**src/localBusPkg.sv**
```systemverilog
`default_nettype none

package localBusPkg;

  ////////////////////////////////////////////////////////////
  // Address map constants

  // Zorro II space is the bottom 16 MB
  localparam logic [7:0]  Z2_TOP           = 8'h00;

  // ROM and chip RAM blocks
  localparam logic [4:0]  ROM_LOW_BLOCK    = 5'b00000;  // addr[23:19], 512 KB at 0
  localparam logic [4:0]  ROM_HIGH_BLOCK   = 5'b11111;  // addr[23:19], F8 to FF
  localparam logic [2:0]  CHIP_RAM_BLOCK   = 3'b000;    // addr[23:21], 2 MB at 0

  // Peripheral pages
  localparam logic [7:0]  CIA_PAGE         = 8'hBF;     // addr[23:16]
  localparam logic [6:0]  RTC_PAGE         = 7'h6E;     // addr[23:17], DC to DD
  localparam logic [7:0]  AUTOCONFIG_PAGE  = 8'hE8;     // addr[23:16]

  // Chipset register spaces
  localparam logic [3:0]  RANGER_BLOCK     = 4'hC;      // addr[23:20], C0 to CF
  localparam logic [4:0]  RESERVED_BLOCK   = 5'b11010;  // addr[23:19], D0 to D7
  localparam logic [7:0]  MOTHERBOARD_PAGE = 8'hDE;
  localparam logic [7:0]  CUSTOM_PAGE      = 8'hDF;

  // Interrupt acknowledge lands in FFFF xxxx
  localparam logic [15:0] AUTOVEC_PAGE     = 16'hFFFF;
  localparam logic [1:0]  TT_INT_ACK       = 2'b11;

  // Transfer modifier patterns for user or supervisor accesses
  localparam logic [1:0]  DATA_TM          = 2'b01;
  localparam logic [1:0]  CODE_TM          = 2'b10;

  // Base-assign register in the autoconfig page
  localparam logic [7:0]  AC_ASSIGN_OFFSET = 8'h48;

  ////////////////////////////////////////////////////////////
  // Bus types

  // One local bus cycle as presented by a master
  typedef struct packed {
    logic [31:1] addr;
    logic        rnw;
    logic [1:0]  tt;
    logic [1:0]  tm;
    logic [7:0]  wdata;
  } busReqT;

  // Decoded target, one code per space
  typedef enum logic [3:0] {
    tgtNone       = 4'd0,
    tgtRomLow     = 4'd1,
    tgtRomHigh    = 4'd2,
    tgtChipRam    = 4'd3,
    tgtChipReg    = 4'd4,
    tgtCia        = 4'd5,
    tgtRtc        = 4'd6,
    tgtAutoConfig = 4'd7,
    tgtAtaRom     = 4'd8,
    tgtAta        = 4'd9,
    tgtBridge     = 4'd10,
    tgtAutovector = 4'd11
  } targetT;

  // Result handed back to the requester
  typedef struct packed {
    targetT     target;
    logic [1:0] ciaSelN;    // bit 0 CIA-A, bit 1 CIA-B, active low
    logic       master;     // 0 CPU, 1 DMA
    logic       wasWrite;
  } busRespT;

  // Autoconfig state seen by the decoder
  typedef struct packed {
    logic [7:0] ataBase;
    logic [3:0] bridgeBase;
    logic       configEnN;
  } configT;

endpackage

`default_nettype wire

```
**src/addressDecode.sv**
```systemverilog
`default_nettype none

module addressDecode (
  input  logic                CLK40,
  input  logic                RESETn,
  input  localBusPkg::busReqT req,
  input  logic                accept,
  input  logic                ovl,
  input  localBusPkg::configT cfg,
  output localBusPkg::targetT target,
  output logic [1:0]          ciaSelN
);

  // Transfer type qualifiers
  logic eithAccess;
  logic dataAccess;
  // Space hits
  logic z2Space;
  logic autovecHit;
  logic bridgeHit;
  logic ataSpace;
  logic regSpace;
  // Set by the first ATA write, clears only on reset
  logic ataEn;

  ////////////////////////////////////////////////////////////
  // Access type

  // Data or code in user or supervisor space, no MMU or CPU-space cycles
  assign eithAccess = (req.tm == localBusPkg::DATA_TM) || (req.tm == localBusPkg::CODE_TM);
  assign dataAccess = (req.tm == localBusPkg::DATA_TM);

  ////////////////////////////////////////////////////////////
  // Space compares

  assign z2Space = eithAccess && (req.addr[31:24] == localBusPkg::Z2_TOP);

  // Interrupt acknowledge cycles are all autovectored
  assign autovecHit = (req.tt == localBusPkg::TT_INT_ACK) &&
                      (req.addr[31:16] == localBusPkg::AUTOVEC_PAGE);

  // Bridge sits on a 256 MB window once configured
  assign bridgeHit = eithAccess && !cfg.configEnN && (req.addr[31:28] == cfg.bridgeBase);

  assign ataSpace = !cfg.configEnN && (req.addr[23:16] == cfg.ataBase);

  // Ranger and reserved ranges alias the chipset registers
  assign regSpace = (req.addr[23:20] == localBusPkg::RANGER_BLOCK) ||
                    (req.addr[23:19] == localBusPkg::RESERVED_BLOCK) ||
                    (req.addr[23:16] == localBusPkg::MOTHERBOARD_PAGE) ||
                    (req.addr[23:16] == localBusPkg::CUSTOM_PAGE);

  ////////////////////////////////////////////////////////////
  // Target priority

  always_comb begin
    target = localBusPkg::tgtNone;
    if (autovecHit) begin
      target = localBusPkg::tgtAutovector;
    end else if (bridgeHit) begin
      target = localBusPkg::tgtBridge;
    end else if (z2Space) begin
      // Overlay maps ROM over chip RAM at the reset vector
      if (ovl && (req.addr[23:19] == localBusPkg::ROM_LOW_BLOCK)) begin
        target = localBusPkg::tgtRomLow;
      end else if (!ovl && (req.addr[23:21] == localBusPkg::CHIP_RAM_BLOCK)) begin
        target = localBusPkg::tgtChipRam;
      end else if (req.addr[23:19] == localBusPkg::ROM_HIGH_BLOCK) begin
        target = localBusPkg::tgtRomHigh;
      end else if (dataAccess && (req.addr[23:16] == localBusPkg::CIA_PAGE)) begin
        target = localBusPkg::tgtCia;
      end else if (dataAccess && (req.addr[23:17] == localBusPkg::RTC_PAGE)) begin
        target = localBusPkg::tgtRtc;
      end else if (req.addr[23:16] == localBusPkg::AUTOCONFIG_PAGE) begin
        target = localBusPkg::tgtAutoConfig;
      end else if (ataSpace) begin
        // Boot driver lives in ROM until the first write
        target = ataEn ? localBusPkg::tgtAta : localBusPkg::tgtAtaRom;
      end else if (regSpace) begin
        target = localBusPkg::tgtChipReg;
      end
    end
  end

  // CIA-A on addr bit 12 low, CIA-B on addr bit 13 low
  assign ciaSelN = (target == localBusPkg::tgtCia) ? {req.addr[13], req.addr[12]} : 2'b11;

  ////////////////////////////////////////////////////////////
  // ATA mode switch

  always_ff @(posedge CLK40) begin
    if (!RESETn) begin
      ataEn <= 1'b0;
    end else if (accept && !req.rnw && (target == localBusPkg::tgtAtaRom)) begin
      ataEn <= 1'b1;
    end
  end

endmodule

`default_nettype wire

```
**src/autoConfig.sv**
```systemverilog
`default_nettype none

module autoConfig (
  input  logic                CLK40,
  input  logic                RESETn,
  input  localBusPkg::busReqT req,
  input  logic                accept,
  input  logic                isAutoConfig,
  output localBusPkg::configT cfg
);

  // Base registers, only read once configuration is done
  logic [7:0] ataBase;
  logic [3:0] bridgeBase;
  // Configuration state
  logic       ataAssigned;
  logic       configEnN;
  // Accepted write to the base-assign register
  logic       assignWrite;

  ////////////////////////////////////////////////////////////
  // Base-assign write detect

  // Address bit 0 is not carried, the register sits on an even byte
  assign assignWrite = accept && isAutoConfig && !req.rnw &&
                       ({req.addr[7:1], 1'b0} == localBusPkg::AC_ASSIGN_OFFSET);

  // Control state
  always_ff @(posedge CLK40) begin
    if (!RESETn) begin
      ataAssigned <= 1'b0;
      configEnN   <= 1'b1;
    end else if (assignWrite && configEnN) begin
      if (!ataAssigned) begin
        ataAssigned <= 1'b1;
      end else begin
        // Second write closes the chain
        configEnN <= 1'b0;
      end
    end
  end

  // Base payload, first write is ATA, second is bridge
  always_ff @(posedge CLK40) begin
    if (assignWrite && configEnN) begin
      if (!ataAssigned) begin
        ataBase <= req.wdata;
      end else begin
        bridgeBase <= req.wdata[7:4];
      end
    end
  end

  assign cfg = '{ataBase: ataBase, bridgeBase: bridgeBase, configEnN: configEnN};

endmodule

`default_nettype wire

```
**src/busArbiter.sv**
```systemverilog
`default_nettype none

module busArbiter (
  input  logic                CLK40,
  input  logic                RESETn,
  input  localBusPkg::busReqT cpuReq,
  input  logic                cpuValid,
  output logic                cpuReady,
  input  localBusPkg::busReqT dmaReq,
  input  logic                dmaValid,
  output logic                dmaReady,
  output localBusPkg::busReqT grantReq,
  output logic                grantValid,
  output logic                grantMaster,
  input  logic                grantReady
);

  // Master that won the last accepted grant, 0 CPU and 1 DMA
  logic lastWinner;
  // Current pick, high when DMA owns the bus this cycle
  logic pickDma;
  // Grant taken by the cycle stage
  logic grantTaken;

  ////////////////////////////////////////////////////////////
  // Round-robin pick

  // DMA wins when alone, or when both ask and the CPU had the last turn
  assign pickDma = dmaValid && (!cpuValid || !lastWinner);

  assign grantValid  = cpuValid || dmaValid;
  assign grantMaster = pickDma;

  // Winner's payload goes to the cycle stage
  assign grantReq = pickDma ? dmaReq : cpuReq;

  // Ready follows the cycle stage but is withheld from the loser
  // An idle bus shows ready to both masters
  assign cpuReady = grantReady && !pickDma;
  assign dmaReady = grantReady && !(cpuValid && !pickDma);

  assign grantTaken = grantValid && grantReady;

  ////////////////////////////////////////////////////////////
  // Last-winner state

  // Reset marks DMA as last winner so the CPU goes first
  always_ff @(posedge CLK40) begin
    if (!RESETn) begin
      lastWinner <= 1'b1;
    end else if (grantTaken) begin
      // Only an accepted grant moves the turn
      lastWinner <= pickDma;
    end
  end

endmodule

`default_nettype wire

```
**src/busCycle.sv**
```systemverilog
`default_nettype none

module busCycle (
  input  logic                 CLK40,
  input  logic                 RESETn,
  input  localBusPkg::busReqT  grantReq,
  input  logic                 grantValid,
  input  logic                 grantMaster,
  output logic                 grantReady,
  input  localBusPkg::targetT  target,
  input  logic [1:0]           ciaSelN,
  output logic                 accept,
  output localBusPkg::busRespT resp,
  output logic                 respValid,
  input  logic                 respReady
);

  // Result built from the current decode
  localBusPkg::busRespT nextResp;

  ////////////////////////////////////////////////////////////
  // Handshake

  // Free when empty, or when the held result leaves this cycle
  assign grantReady = !respValid || respReady;

  // One-cycle pulse, also strobes decoder and autoconfig state
  assign accept = grantValid && grantReady;

  ////////////////////////////////////////////////////////////
  // Result register

  always_comb begin
    nextResp.target   = target;
    nextResp.ciaSelN  = ciaSelN;
    nextResp.master   = grantMaster;
    nextResp.wasWrite = !grantReq.rnw;
  end

  // Valid flag
  always_ff @(posedge CLK40) begin
    if (!RESETn) begin
      respValid <= 1'b0;
    end else if (accept) begin
      respValid <= 1'b1;
    end else if (respReady) begin
      respValid <= 1'b0;
    end
  end

  // Payload, loads only on accept and holds under back-pressure
  always_ff @(posedge CLK40) begin
    if (accept) begin
      resp <= nextResp;
    end
  end

endmodule

`default_nettype wire

```
**src/localBusTop.sv**
```systemverilog
`default_nettype none

module localBusTop (
  input  logic                 CLK40,
  input  logic                 RESETn,
  // CPU requester
  input  localBusPkg::busReqT  cpuReq,
  input  logic                 cpuValid,
  output logic                 cpuReady,
  // DMA requester
  input  localBusPkg::busReqT  dmaReq,
  input  logic                 dmaValid,
  output logic                 dmaReady,
  // Decode result
  output localBusPkg::busRespT resp,
  output logic                 respValid,
  input  logic                 respReady,
  // Boot overlay level
  input  logic                 ovl,
  output logic                 configDone
);

  // Granted cycle
  localBusPkg::busReqT grantReq;
  logic                grantValid;
  logic                grantMaster;
  logic                grantReady;
  logic                accept;
  // Decode and configuration
  localBusPkg::targetT target;
  logic [1:0]          ciaSelN;
  localBusPkg::configT cfg;
  logic                isAutoConfig;

  ////////////////////////////////////////////////////////////
  // Arbiter and cycle stage

  busArbiter u_busArbiter (
    .CLK40(CLK40), .RESETn(RESETn),
    .cpuReq(cpuReq), .cpuValid(cpuValid), .cpuReady(cpuReady),
    .dmaReq(dmaReq), .dmaValid(dmaValid), .dmaReady(dmaReady),
    .grantReq(grantReq), .grantValid(grantValid), .grantMaster(grantMaster),
    .grantReady(grantReady)
  );

  busCycle u_busCycle (
    .CLK40(CLK40), .RESETn(RESETn),
    .grantReq(grantReq), .grantValid(grantValid), .grantMaster(grantMaster),
    .grantReady(grantReady), .target(target), .ciaSelN(ciaSelN),
    .accept(accept), .resp(resp), .respValid(respValid), .respReady(respReady)
  );

  ////////////////////////////////////////////////////////////
  // Decoder and autoconfig

  addressDecode u_addressDecode (
    .CLK40(CLK40), .RESETn(RESETn), .req(grantReq), .accept(accept),
    .ovl(ovl), .cfg(cfg), .target(target), .ciaSelN(ciaSelN)
  );

  assign isAutoConfig = (target == localBusPkg::tgtAutoConfig);

  autoConfig u_autoConfig (
    .CLK40(CLK40), .RESETn(RESETn), .req(grantReq), .accept(accept),
    .isAutoConfig(isAutoConfig), .cfg(cfg)
  );

  assign configDone = !cfg.configEnN;

endmodule

`default_nettype wire

```
**config.mk**
```make
export PLATFORM = sky130hd
export DESIGN_NAME = localBusTop
export DESIGN_NICKNAME = d
export VERILOG_FILES = /design/src/localBusPkg.sv /design/src/addressDecode.sv /design/src/autoConfig.sv /design/src/busArbiter.sv /design/src/busCycle.sv /design/src/localBusTop.sv
export SDC_FILE = /design/constraint.sdc
export NUM_CORES = 1
export LEC_CHECK = 0
export BUFFER_PORTS_ARGS = -buffer_cell sky130_fd_sc_hd__buf_2
export CAP_MARGIN = 20
export CORE_ASPECT_RATIO = 0.6
export CORE_MARGIN = 2
export CORE_UTILIZATION = 50
export DETAILED_ROUTE_END_ITERATION = 12
export GPL_ROUTABILITY_DRIVEN = 0
export PLACE_DENSITY = 0.93
export REMOVE_ABC_BUFFERS = 1
export SKIP_LAST_GASP = 1
export SLEW_MARGIN = 5
export SYNTH_ARGS = -nofsm -noshare
export SYNTH_HDL_FRONTEND = slang
export SYNTH_HIERARCHICAL = 1
export SYNTH_SLANG_ARGS = --single-unit
```
**constraint.sdc**
```tcl
create_clock -name CLK40 -period 7.3 [get_ports CLK40]
set_input_delay 0.365 -clock CLK40 [delete_from_list [all_inputs] [get_ports CLK40]]
set_output_delay 0.365 -clock CLK40 [all_outputs]
set_load 0.01 [all_outputs]
```
==> results.cfg <==
[drt]
detailedRoute.firstIterationViolations = 81
detail_route.wirelength_mm = 4.33
antenna_left = 0
routed_wirelength_normalized_by_instance_count_um = 13.7
num_vias = 1705
route.detailed.drc = 0
drt-vias-per-instance = 5.40
drt-pass1-iter-count = 4

[global_routing]
grt_pass1_vias = 1525
pin_count_of_the_biggest_net_entering_global_routing = 24
global_route_wire_length_before_repair_mm = 6.93
grtUsageTotal_pct = 19.4
antenna_violations_before_repair = 0
global_route_congestion_overflow_total = 0

[clocking]
clock_transition_at_path_regs_ns = 0.08
total_cts_buffers = 3
clock_path_buffers = 2
post-cts-setup-buffers = 0
cts_tree = built
cts_hold_buf = 0
cts_sinks = 25
master_cell_of_the_clock_root_buffer = sky130_fd_sc_hd__clkbuf_8
worst_skew_pair.late_latency_ns = 0.27
cts.htree.levels = 1
post_cts_resized = 0

[cells_and_area]
area_used_by_multi_input_combinational_logic_um2 = 1230
num_antenna_cells = 0
layout.area.seq_um2 = 701
drive_gt1_share_pct = 54.9
finish.net_count = 362
finalInstanceArea_um2 = 2560
fill_cells = 346
area_delta_synth_final_pct = 23.8

[die]
std_cell_rows = 18
boundaryPins = 106
floorplan.initialDensity_pct = 51.3
die_area_um2 = 4680
die_h_um = 53.8
design.core.area_um2 = 4030
die_width_um = 87.0

[synthesis]
synth.yosys.warnings = 6
avgSynthCellArea_um2 = 11.9
post_synth_inst_count = 174
mappedNetlistArea_um2 = 2070

[pwr]
static-leakage-power_nw = 1.16
vdd_drop_max_uv = 68.5
power.density_cell_area_nw_per_um2 = 133

[place]
dpl-instance-area_um2 = 2510
buffer_ports.inserted = 93
detailedPlacementHpwl_mm = 3.67

[run_status]
run_status = completed

[setup_path]
reg2reg_setup_slack_ns = 2.44
worst_ep_arrival_time_ns = 4.76
worstSetupStartpointType = flip-flop
critPathRequiredTime_ns = 7.20
timing_worst_setup_path_type = flip-flop to flip-flop
critical_path_peak_fanout = 23
cp-end-kind = flip-flop

[sta]
report.final.slew_viol_count = 0
rsz_0062_raised_after_global_routing = false
maxClockFrequency_ghz = 0.206
finalSetupTns_ns = 0
relSlewSlack_pct = 39.7
finalCriticalPeriod_ns = 4.86
post_route_fraction_of_the_period_consumed_by_the_critical_path_pct = 66.6
max_slew.worst_pin.slew_ns = 0.897
setup_viol = 0
hold_viol = 0
worst_clock_skew_on_the_final_layout_ns = 0.00508

[min_path]
min-delay-path-class = primary input to flip-flop

[run]
timing.max_cap.violations = 0
-- area by class of cell --
cell class,instances,area share (%)
Multi-Input combinational cell,132,48.2
Sequential cell,25,27.4
Timing Repair Buffer,95,18.8
Tap cell,50,2.44
Clock buffer,4,1.76
Inverter,10,1.47
-- through the flow --
step	utilization (%)	hold WS, ns	worst slack, ns	cells	total power [W]
floorplan	-	0.426	2.02	167	0.000229
global placement	62.4	0.460	2.47	312	0.000261
detailed placement	62.4	0.476	2.37	312	0.000264
CTS	63.5	0.339	2.50	316	0.000345
global route	63.5	0.341	2.22	316	0.000361
finish	63.5	0.339	2.44	316	0.000341
-- placed cells by master, fill, tap and decap left out, types with 2 or more instances in the layout --
master                       n
sky130_fd_sc_hd__buf_2      93
sky130_fd_sc_hd__mux2_4     32
sky130_fd_sc_hd__edfxtp_1   20
sky130_fd_sc_hd__nand2_1    11
sky130_fd_sc_hd__inv_1      10
sky130_fd_sc_hd__xor2_1      9
sky130_fd_sc_hd__nor4_1      8
sky130_fd_sc_hd__nor2_1      7
sky130_fd_sc_hd__mux2_2      6
sky130_fd_sc_hd__dfxtp_1     5
sky130_fd_sc_hd__nand3_1     4
sky130_fd_sc_hd__nor3_1      4
sky130_fd_sc_hd__and4b_1     3
sky130_fd_sc_hd__clkbuf_8    3
sky130_fd_sc_hd__nand3b_1    3
sky130_fd_sc_hd__o2111ai_1   3
sky130_fd_sc_hd__nand4_1     3
sky130_fd_sc_hd__or3_1       2
sky130_fd_sc_hd__o21ai_0     2
sky130_fd_sc_hd__or2b_1      2
sky130_fd_sc_hd__nand2b_1    2
sky130_fd_sc_hd__nor2b_1     2
sky130_fd_sc_hd__and3_1      2
sky130_fd_sc_hd__a21oi_1     2
sky130_fd_sc_hd__o41ai_1     2
sky130_fd_sc_hd__o41a_1      2
sky130_fd_sc_hd__o211ai_1    2
sky130_fd_sc_hd__buf_4       2
-- worst paths after layout --
check,from,endpoint,depth (start not counted)
setup / recovery,u_busArbiter/lastWinner,u_autoConfig/bridgeBase[2],11
hold / removal,RESETn,u_busArbiter/lastWinner,2
setup reg to reg,u_busArbiter/lastWinner,u_autoConfig/bridgeBase[2],11
hold reg to reg,u_autoConfig/ataAssigned,u_autoConfig/ataAssigned,2
-- routing by layer --
layer | vias to the layer above | part of all wire, % | GRT usage, %
met5 | - | 0 | 0
met2 | 72 | 45 | 32.8
met1 | 774 | 48 | 25.9
li1 | 851 | - | -
met3 | 8 | 6.2 | 4.14
met4 | 0 | 0.88 | 3.91
-- critical path: stages, from the launching register on --
cell,delay [ns]
sky130_fd_sc_hd__dfxtp_1,0.36
sky130_fd_sc_hd__a21boi_4,0.66
sky130_fd_sc_hd__buf_4,0.47
sky130_fd_sc_hd__mux2_4,0.38
sky130_fd_sc_hd__xor2_1,0.17
sky130_fd_sc_hd__nor4_1,0.56
sky130_fd_sc_hd__nand4_1,0.22
sky130_fd_sc_hd__a211oi_2,0.33
sky130_fd_sc_hd__or2_1,0.16
sky130_fd_sc_hd__and4b_1,0.19
sky130_fd_sc_hd__nand3b_1,0.16
sky130_fd_sc_hd__nor4_1,0.81
-- power by group --
part           switching, W  internal, W
registers        0.00000142     0.000158
logic             0.0000442    0.0000570
clock network     0.0000419    0.0000391
total             0.0000875     0.000254
-- registers in the layout, indices dropped and copies added, names as in the netlist --
| signal | cells |
|---|---|
| u_addressDecode/ataEn | 1 |
| u_autoConfig/ataAssigned | 1 |
| u_busArbiter/lastWinner | 1 |
| u_autoConfig/ataBase | 8 |
| u_busCycle/resp | 8 |
| u_busCycle/respValid | 1 |
| u_autoConfig/bridgeBase | 4 |
| u_autoConfig/configEnN | 1 |
Note: power is estimated with default switching activity, not from simulation.
